<file path="config.mk">
export PLATFORM = sky130hd
export DESIGN_NAME = dma_unit
export DESIGN_NICKNAME = d
export VERILOG_FILES = /design/src/hw/dma_reg_pkg.sv /design/src/hw/dma_xfer_pkg.sv /design/src/hw/dma_reg_decode.sv /design/src/hw/dma_channel.sv /design/src/hw/dma_bus_engine.sv /design/src/hw/dma_unit.sv
export VERILOG_INCLUDE_DIRS = /design/src /design/src/hw
export SDC_FILE = /design/constraint.sdc
export NUM_CORES = 1
export LEC_CHECK = 0
export BUFFER_PORTS_ARGS = -buffer_cell sky130_fd_sc_hd__buf_4
export CAP_MARGIN = 20
export CORE_UTILIZATION = 55
export CTS_CLUSTER_SIZE = 24
export DETAILED_ROUTE_END_ITERATION = 16
export PLACE_DENSITY = 0.8
export SLEW_MARGIN = 20
export SYNTH_ARGS = -nofsm -noshare
export SYNTH_HDL_FRONTEND = slang
export SYNTH_SLANG_ARGS = --single-unit
</file>
<file path="constraint.sdc">
create_clock -name clk -period 18.3 [get_ports clk]
set_input_delay 0.915 -clock clk [delete_from_list [all_inputs] [get_ports clk]]
set_output_delay 0.915 -clock clk [all_outputs]
set_load 0.05 [all_outputs]
</file>
<file path="src/hw/dma_defs.svh">
// DMA controller sizing
// Channel count and the widths of address, page, count and CPU data
// Memory address is the page above the current address

`ifndef DMA_DEFS_SVH
`define DMA_DEFS_SVH

// Number of DMA channels
`define DMA_CHANNELS 4

// Current address within a page
`define DMA_ADDR_W 16

// Page register width
`define DMA_PAGE_W 4

// Transfer count, the channel runs count+1 transfers
`define DMA_COUNT_W 16

// CPU write data bus
`define DMA_DATA_W 16

// Full memory address, 20 bits
`define DMA_MEM_W (`DMA_PAGE_W + `DMA_ADDR_W)

`endif

</file>
<file path="src/hw/dma_reg_pkg.sv">
// DMA register map definitions
// Field select within a channel and the mode register layout

package dma_reg_pkg;

    // ============================================================
    // Channel field select, cpu_addr bits 1:0 with dma_select
    // ============================================================
    typedef enum logic [1:0] {
        FIELD_BASE_ADDR = 2'b00,
        FIELD_COUNT     = 2'b01,
        FIELD_MODE      = 2'b10,
        FIELD_RESERVED  = 2'b11
    } dma_field_e;

    // ============================================================
    // Mode register layout
    // ============================================================
    // Bits 1:0 transfer type
    localparam int MODE_TYPE_LSB     = 0;
    // Channel enable, cleared by hardware at terminal count
    localparam int MODE_ENABLE_BIT   = 2;
    // Reload base values at terminal count
    localparam int MODE_AUTOINIT_BIT = 3;
    // Stored mode width
    localparam int MODE_W            = 4;

endpackage

</file>
<file path="src/hw/dma_xfer_pkg.sv">
// DMA transfer behaviour definitions
// Transfer type of a channel and the bus engine states

package dma_xfer_pkg;

    // ============================================================
    // Transfer type, as in the mode register
    // ============================================================
    typedef enum logic [1:0] {
        // Acknowledge only, no memory access
        XFER_VERIFY   = 2'b00,
        // Device to memory
        XFER_WRITE    = 2'b01,
        // Memory to device
        XFER_READ     = 2'b10,
        // Behaves like verify
        XFER_RESERVED = 2'b11
    } dma_xfer_e;

    // ============================================================
    // Bus engine states
    // ============================================================
    typedef enum logic [1:0] {
        ENG_IDLE    = 2'b00,
        ENG_ACCESS  = 2'b01,
        ENG_RELEASE = 2'b10
    } dma_engine_state_e;

endpackage

</file>
<file path="src/hw/dma_reg_decode.sv">
// DMA register write decoder
// Turns CPU chip selects and address into per-channel field strobes
// Holds the command register with the controller enable

`timescale 1ns/1ns
`include "dma_defs.svh"

module dma_reg_decode import dma_reg_pkg::*; (
    input  logic                      clk,
    input  logic                      reset,
    input  logic                      dma_select,
    input  logic                      page_select,
    input  logic [3:0]                cpu_addr,
    input  logic [`DMA_DATA_W-1:0]    cpu_wr_data,
    input  logic                      cpu_wr,
    output logic [`DMA_CHANNELS-1:0]  base_wr,
    output logic [`DMA_CHANNELS-1:0]  count_wr,
    output logic [`DMA_CHANNELS-1:0]  mode_wr,
    output logic [`DMA_CHANNELS-1:0]  page_wr,
    output logic [`DMA_DATA_W-1:0]    wr_data,
    output logic                      ctrl_enable
);

    dma_field_e                field;
    logic [`DMA_CHANNELS-1:0]  dma_chan_sel;
    logic [`DMA_CHANNELS-1:0]  page_chan_sel;
    logic                      dma_wr;
    logic                      page_reg_wr;
    logic                      cmd_wr;

    assign field = dma_field_e'(cpu_addr[1:0]);

    // Write qualifiers per chip select
    assign dma_wr      = cpu_wr && dma_select;
    assign page_reg_wr = cpu_wr && page_select && !cpu_addr[3];
    assign cmd_wr      = cpu_wr && page_select && cpu_addr[3];

    // One-hot channel select
    // Channel registers use bits 3:2, page registers bits 1:0
    always_comb begin
        dma_chan_sel = '0;
        page_chan_sel = '0;
        dma_chan_sel[cpu_addr[3:2]] = 1'b1;
        page_chan_sel[cpu_addr[1:0]] = 1'b1;
    end

    // Field strobes, reserved field writes are dropped
    always_comb begin
        base_wr  = '0;
        count_wr = '0;
        mode_wr  = '0;
        if (dma_wr) begin
            case (field)
                FIELD_BASE_ADDR: base_wr  = dma_chan_sel;
                FIELD_COUNT:     count_wr = dma_chan_sel;
                FIELD_MODE:      mode_wr  = dma_chan_sel;
                default:         ;
            endcase
        end
    end

    assign page_wr = page_reg_wr ? page_chan_sel : '0;

    // Same data bus feeds every channel
    assign wr_data = cpu_wr_data;

    // Command register, bit 0 enables the controller
    always_ff @(posedge clk or posedge reset) begin
        if (reset) begin
            ctrl_enable <= 1'b0;
        end else if (cmd_wr) begin
            ctrl_enable <= cpu_wr_data[0];
        end
    end

    // Chip selects are mutually exclusive on a write
    a_one_select: assert property (@(posedge clk) disable iff (reset)
        cpu_wr |-> !(dma_select && page_select));

endmodule

</file>
<file path="src/hw/dma_channel.sv">
// DMA channel
// Base and current address and count, page and mode registers
// Steps address and count on each granted transfer
// At terminal count it reloads (autoinit) or disables itself

`timescale 1ns/1ns
`include "dma_defs.svh"

module dma_channel import dma_reg_pkg::*, dma_xfer_pkg::*; (
    input  logic                    clk,
    input  logic                    reset,
    input  logic                    base_wr,
    input  logic                    count_wr,
    input  logic                    mode_wr,
    input  logic                    page_wr,
    input  logic [`DMA_DATA_W-1:0]  wr_data,
    input  logic                    request,
    input  logic                    advance,
    output logic                    pending,
    output logic [`DMA_MEM_W-1:0]   mem_addr,
    output dma_xfer_e               xfer_type,
    output logic                    last
);

    logic [`DMA_ADDR_W-1:0]   base_addr;
    logic [`DMA_ADDR_W-1:0]   cur_addr;
    logic [`DMA_COUNT_W-1:0]  base_count;
    logic [`DMA_COUNT_W-1:0]  cur_count;
    logic [`DMA_PAGE_W-1:0]   page;
    logic [MODE_W-1:0]        mode;

    // ============================================================
    // Address and count registers
    // ============================================================
    // CPU writes load base and current copy together
    always_ff @(posedge clk or posedge reset) begin
        if (reset) begin
            base_addr  <= '0;
            cur_addr   <= '0;
            base_count <= '0;
            cur_count  <= '0;
        end else if (base_wr) begin
            base_addr <= wr_data[`DMA_ADDR_W-1:0];
            cur_addr  <= wr_data[`DMA_ADDR_W-1:0];
        end else if (count_wr) begin
            base_count <= wr_data[`DMA_COUNT_W-1:0];
            cur_count  <= wr_data[`DMA_COUNT_W-1:0];
        end else if (advance) begin
            if (last && mode[MODE_AUTOINIT_BIT]) begin
                // Terminal count with autoinit, restart block
                cur_addr  <= base_addr;
                cur_count <= base_count;
            end else begin
                // Address wraps inside the page
                cur_addr  <= cur_addr + 1'b1;
                cur_count <= cur_count - 1'b1;
            end
        end
    end

    // ============================================================
    // Page and mode registers
    // ============================================================
    always_ff @(posedge clk or posedge reset) begin
        if (reset) begin
            page <= '0;
        end else if (page_wr) begin
            page <= wr_data[`DMA_PAGE_W-1:0];
        end
    end

    always_ff @(posedge clk or posedge reset) begin
        if (reset) begin
            mode <= '0;
        end else if (mode_wr) begin
            mode <= wr_data[MODE_W-1:0];
        end else if (advance && last && !mode[MODE_AUTOINIT_BIT]) begin
            // Single block done, channel stops
            mode[MODE_ENABLE_BIT] <= 1'b0;
        end
    end

    // Outputs to the engine
    assign last      = (cur_count == '0);
    assign pending   = request && mode[MODE_ENABLE_BIT];
    assign mem_addr  = {page, cur_addr};
    assign xfer_type = dma_xfer_e'(mode[MODE_TYPE_LSB +: 2]);

    // Engine only grants a channel that asked
    a_adv_pending: assert property (@(posedge clk) disable iff (reset)
        advance |-> pending);

endmodule

</file>
<file path="src/hw/dma_bus_engine.sv">
// DMA bus engine
// Fixed priority grant, channel 0 highest
// Runs one bus cycle per transfer, then releases for one cycle
// Pulses advance and terminal count when the transfer completes

`timescale 1ns/1ns
`include "dma_defs.svh"

module dma_bus_engine import dma_xfer_pkg::*; (
    input  logic                                 clk,
    input  logic                                 reset,
    input  logic                                 ctrl_enable,
    input  logic [`DMA_CHANNELS-1:0]             pending,
    input  logic [`DMA_CHANNELS*`DMA_MEM_W-1:0]  mem_addr_flat,
    input  logic [`DMA_CHANNELS*2-1:0]           xfer_type_flat,
    input  logic [`DMA_CHANNELS-1:0]             last,
    input  logic                                 m_ack,
    output logic [`DMA_CHANNELS-1:0]             advance,
    output logic [`DMA_CHANNELS-1:0]             dma_acknowledge,
    output logic                                 terminal_count,
    output logic [`DMA_MEM_W-1:0]                m_addr,
    output logic                                 m_access,
    output logic                                 m_wr_en
);

    localparam int N     = `DMA_CHANNELS;
    localparam int IDX_W = $clog2(N);

    dma_engine_state_e     state;
    logic [IDX_W-1:0]      win_idx;
    logic                  win_valid;
    logic [IDX_W-1:0]      grant;
    logic [N-1:0]          grant_onehot;
    logic [`DMA_MEM_W-1:0] addr_q;
    dma_xfer_e             type_q;
    logic                  in_access;
    logic                  mem_cycle;
    logic                  done;

    // Lowest pending index wins, scan from the top down
    always_comb begin
        win_valid = 1'b0;
        win_idx = '0;
        for (int i = N - 1; i >= 0; i--) begin
            if (pending[i]) begin
                win_valid = 1'b1;
                win_idx = IDX_W'(i);
            end
        end
    end

    // ============================================================
    // State machine
    // ============================================================
    always_ff @(posedge clk or posedge reset) begin
        if (reset) begin
            state  <= ENG_IDLE;
            grant  <= '0;
            addr_q <= '0;
            type_q <= XFER_VERIFY;
        end else begin
            case (state)
                ENG_IDLE: begin
                    if (ctrl_enable && win_valid) begin
                        state  <= ENG_ACCESS;
                        grant  <= win_idx;
                        addr_q <= mem_addr_flat[win_idx*`DMA_MEM_W +: `DMA_MEM_W];
                        type_q <= dma_xfer_e'(xfer_type_flat[win_idx*2 +: 2]);
                    end
                end
                ENG_ACCESS: begin
                    if (done) begin
                        state <= ENG_RELEASE;
                    end
                end
                default: state <= ENG_IDLE;
            endcase
        end
    end

    // Verify and reserved types skip the memory
    assign mem_cycle = (type_q == XFER_WRITE) || (type_q == XFER_READ);
    assign in_access = (state == ENG_ACCESS);
    // Verify completes after one cycle, memory waits for m_ack
    assign done      = in_access && (!mem_cycle || m_ack);

    assign grant_onehot = {{(N-1){1'b0}}, 1'b1} << grant;

    // Outputs, all low outside ENG_ACCESS
    assign dma_acknowledge = in_access ? grant_onehot : '0;
    assign m_access        = in_access && mem_cycle;
    assign m_wr_en         = m_access && (type_q == XFER_WRITE);
    assign m_addr          = addr_q;
    assign advance         = done ? grant_onehot : '0;
    assign terminal_count  = done && last[grant];

    // ============================================================
    // Bus checks
    // ============================================================
    a_ack_onehot: assert property (@(posedge clk) disable iff (reset)
        $onehot0(dma_acknowledge));

    a_access_ack: assert property (@(posedge clk) disable iff (reset)
        m_access |-> (dma_acknowledge != '0));

    // Request held stable until the bus answers
    a_addr_hold: assert property (@(posedge clk) disable iff (reset)
        (m_access && !m_ack) |=> (m_access && $stable(m_addr) && $stable(m_wr_en)));

endmodule

</file>
<file path="src/hw/dma_unit.sv">
// Four channel fly-by DMA controller
// CPU register decoder, one block per channel and the bus engine
// Devices move the data themselves, the controller drives address only

`timescale 1ns/1ns
`include "dma_defs.svh"

module dma_unit (
    input  logic                      clk,
    input  logic                      reset,
    // CPU write port
    input  logic                      dma_select,
    input  logic                      page_select,
    input  logic [3:0]                cpu_addr,
    input  logic [`DMA_DATA_W-1:0]    cpu_wr_data,
    input  logic                      cpu_wr,
    // Devices
    input  logic [`DMA_CHANNELS-1:0]  dma_request,
    output logic [`DMA_CHANNELS-1:0]  dma_acknowledge,
    output logic                      terminal_count,
    // Memory bus
    output logic [`DMA_MEM_W-1:0]     m_addr,
    output logic                      m_access,
    output logic                      m_wr_en,
    input  logic                      m_ack
);

    localparam int N = `DMA_CHANNELS;

    logic [N-1:0]              base_wr;
    logic [N-1:0]              count_wr;
    logic [N-1:0]              mode_wr;
    logic [N-1:0]              page_wr;
    logic [`DMA_DATA_W-1:0]    wr_data;
    logic                      ctrl_enable;
    logic [N-1:0]              pending;
    logic [N-1:0]              last;
    logic [N-1:0]              advance;
    // Per-channel address and type, packed side by side
    logic [N*`DMA_MEM_W-1:0]   mem_addr_flat;
    logic [N*2-1:0]            xfer_type_flat;

    dma_reg_decode u_decode (
        .clk         (clk),
        .reset       (reset),
        .dma_select  (dma_select),
        .page_select (page_select),
        .cpu_addr    (cpu_addr),
        .cpu_wr_data (cpu_wr_data),
        .cpu_wr      (cpu_wr),
        .base_wr     (base_wr),
        .count_wr    (count_wr),
        .mode_wr     (mode_wr),
        .page_wr     (page_wr),
        .wr_data     (wr_data),
        .ctrl_enable (ctrl_enable)
    );

    // ============================================================
    // Channels
    // ============================================================
    for (genvar ch = 0; ch < N; ch++) begin : g_chan
        dma_channel u_chan (
            .clk       (clk),
            .reset     (reset),
            .base_wr   (base_wr[ch]),
            .count_wr  (count_wr[ch]),
            .mode_wr   (mode_wr[ch]),
            .page_wr   (page_wr[ch]),
            .wr_data   (wr_data),
            .request   (dma_request[ch]),
            .advance   (advance[ch]),
            .pending   (pending[ch]),
            .mem_addr  (mem_addr_flat[ch*`DMA_MEM_W +: `DMA_MEM_W]),
            .xfer_type (xfer_type_flat[ch*2 +: 2]),
            .last      (last[ch])
        );
    end

    dma_bus_engine u_engine (
        .clk             (clk),
        .reset           (reset),
        .ctrl_enable     (ctrl_enable),
        .pending         (pending),
        .mem_addr_flat   (mem_addr_flat),
        .xfer_type_flat  (xfer_type_flat),
        .last            (last),
        .m_ack           (m_ack),
        .advance         (advance),
        .dma_acknowledge (dma_acknowledge),
        .terminal_count  (terminal_count),
        .m_addr          (m_addr),
        .m_access        (m_access),
        .m_wr_en         (m_wr_en)
    );

endmodule

</file>
==> impl_metrics.env <==
export IMPL_overflow=0
export IMPL_place_congestion=0.920
export IMPL_synth_area_mm2=0.0165
export IMPL_synth_seq_cells=315
export IMPL_clk_latency_ps=510
export IMPL_cts_root_buf="clkbuf_16"
export IMPL_remaining_drc_errors=0
export IMPL_synth_distinct_cells=80
export IMPL_portBuffers=56
export IMPL_startpoint="g_chan[2].u_chan.cur_count[0]$_DFFE_PP0P_"
export IMPL_multiInputGateArea_mm2=0.00801
export IMPL_drt_pre_antenna_iters=5
export IMPL_seq_area_frac_synth_pct=47.8
export IMPL_vias=14800
export IMPL_first_global_vias=14300
export IMPL_ant_nets=0
export IMPL_start_util_pct=55.8
export IMPL_die_h_um=175
export IMPL_avgSynthCellArea_um2=8.68
export IMPL_dieArea_mm2=0.0307
export IMPL_antenna_found_initial=2
export IMPL_cts_resized=0
export IMPL_grt_max_degree=204
export IMPL_outcome="finished, final reports clean"
export IMPL_totalWireLength_mm=49.0
export IMPL_post_cts_buffers=0
export IMPL_r2r_start="g_chan[2].u_chan.cur_count[0]$_DFFE_PP0P_"
export IMPL_drive_above_1_share_pct=10.3
export IMPL_worstPathMaxFanout=6
export IMPL_slew_violations=0
export IMPL_nFillCells=2449
export IMPL_r2r_cells=8
export IMPL_clk_pin_slew_ps=60
export IMPL_hold_buffers=0
export IMPL_critPathSlowestCell="nor4_4"
export IMPL_die_w_um=175
export IMPL_max_clock_path_buffers=3
export IMPL_tns_ps=0
export IMPL_synthTopCellsByCount="503 x nand2_1, 315 x dfrtp_1, 134 x nor2_1"
export IMPL_synth_area_leaders="dfrtp_1 48%, nand2_1 11%, o21ai_0 3.5%"
export IMPL_grt_use_total_pct=32.5
export IMPL_wl_per_cell_um=21.2
export IMPL_hold_path_startpoint="g_chan[0].u_chan.base_count[10]$_DFFE_PP0P_"
export IMPL_drt_iter0_markers=1945
export IMPL_cts_sinks=315
export IMPL_grt_setup_unrepaired="no"
export IMPL_synth_nets=1941
export IMPL_setup_viol=0
export IMPL_max_stage_delay_ps=530
export IMPL_place_detailed_hpwl_mm=31.3
export IMPL_powerDensity_mw_per_mm2=140
export IMPL_cts_tree="built"
export IMPL_seqCellArea_mm2=0.00788
export IMPL_hp_class="reg -> reg"
export IMPL_async_flop_share_pct=100
export IMPL_nNetsFinal=1936
export IMPL_arrival_ps=3080
export IMPL_hold_slack_ps=470
export IMPL_max_freq_ghz=0.250
export IMPL_syn2layout_area_growth_pct=11.3
export IMPL_slew_headroom_pct=21.5
export IMPL_vias_per_cell=6.42
export IMPL_crit_chain="inv_1 > ha_1 > or3b_1 > nor4_4 > a31oi_1 > o21ai_0 > and3_1 > buf_4"
export IMPL_hold_depth=2
export IMPL_tightest_slew_ps=1180
export IMPL_placementRows=63
export IMPL_power_leakage_nw=8.28
export IMPL_coreArea_mm2=0.0296
export IMPL_cp_required_ps=17390
export IMPL_hold_viol=0
export IMPL_cts_max_level=2
export IMPL_synth_edf_count=0
export IMPL_max_cap_violations=0
export IMPL_endpoint_kind="output pin"
export IMPL_ir_drop_uv=79.3
export IMPL_num_io_pins=57
export IMPL_grt_first_pass_wirelength_mm=78.4
export IMPL_synth_top_cell_by_area="dfrtp_1"
export IMPL_cts_buffers=36
export IMPL_timing_final_crit_period_ps=4000
export IMPL_finalPower_w=0.00257
export IMPL_ys_warn_count=0
export IMPL_synthCells=1901
export IMPL_post_route_period_util_pct=21.8
export IMPL_fin_skew_ps=8.95
export IMPL_synth_ff_type="dfrtp_1"
export IMPL_start_kind="flop"
export IMPL_synth_most_common_cell="nand2_1"
export IMPL_synth_top_area_share_pct=47.8
export IMPL_path_class="reg -> out"
area by class of cell:
type                    instances  share of cell area [%]
diodes                          1                  0.0136
clock buffers                  53                    5.70
clock inverters                 9                   0.941
inverters                      29                   0.634
multi-input cells            1433                    43.6
flip-flops and latches        315                    42.9
well taps                     390                    2.66
repair buffers                 81                    3.49
power by group:
part           leakage (nW)  internal, W  total, W  switching, W
clock                 0.593     0.000465  0.000750      0.000285
combinational          3.69     0.000288  0.000716      0.000428
sequential             3.99     0.000885   0.00111      0.000220
sequential cells by signal, indices dropped and copies added (netlist names):
| register | flops |
|---|---|
| u_engine.state | 2 |
| g_chan.u_chan.cur_count | 64 |
| g_chan.u_chan.base_addr | 64 |
| u_engine.type_q | 2 |
| u_engine.grant | 2 |
| g_chan.u_chan.base_count | 64 |
| u_engine.m_addr | 20 |
| u_decode.ctrl_enable | 1 |
| g_chan.u_chan.mode | 16 |
| g_chan.u_chan.cur_addr | 64 |
| g_chan.u_chan.page | 16 |
critical path, delay by kind of cell, from the launching register on:
| family | cells | cell delay [ps] |
|---|---|---|
| buffers and inverters | 2 | 290 |
| AO/OA/AOI/OAI | 2 | 370 |
| adder cells (fa/ha/maj) | 1 | 180 |
| AND/OR/NAND/NOR | 3 | 1290 |
| flip-flops | 1 | 430 |
layout by cell type (no fill, tap or decap), types with 31 or more instances in the layout:
cell,n
buf_4,79
a21oi_1,85
mux2_2,31
o21ai_0,113
o211ai_1,44
mux2i_1,44
clkbuf_16,37
nand2_1,502
nand3_1,51
nor3_1,41
dfrtp_1,315
a31oi_1,48
nor2_1,132
worst paths after layout:
check                                                                   end  slack, ps
worst max-delay path                                         terminal_count      14300
worst min-delay path            g_chan[0].u_chan.base_count[10]$_DFFE_PP0P_        470
worst max register to register   g_chan[2].u_chan.cur_count[11]$_DFFE_PP0P_      14820
worst min register to register  g_chan[0].u_chan.base_count[10]$_DFFE_PP0P_        470
max in group asynchronous        g_chan[0].u_chan.base_count[4]$_DFFE_PP0P_      16210
min in group asynchronous              g_chan[3].u_chan.page[3]$_DFFE_PP0P_        520
cell families (layout without fill, tap and decap cells):
family,Yosys count,in the layout,share of synthesized area (%)
adders and majority gates,10,10,0.758
muxes,75,75,4.79
and+or+nand+nor,861,861,23.1
other,0,1,0
xor gates and xnor gates,41,41,2.18
buffers and inverters,153,172,3.87
AOI/OAI and AO/OA,446,446,17.5
DFF,315,315,47.8
metrics by stage:
stage	cell area (µm²)	setup WS [ps]	cells	util, %
6_report	18400	14300	2311	62.1
5_1_grt	18400	14210	2311	62.1
4_1_cts	18300	14340	2309	62.0
3_5_place_dp	17100	14880	2247	57.8
3_3_place_gp	17100	14940	2247	57.8
2_1_floorplan	16500	8670	1901	-
routing by layer:
layer / GRT usage (%) / vias up / part of all wire, %
met1: 44.8 / 7236 / 41
li1: - / 6725 / -
met3: 4.42 / 172 / 8.4
met4: 17.2 / 0 / 5.6
met5: 0 / - / 0
met2: 50.1 / 707 / 45
Note: power is estimated with default switching activity, not from simulation.
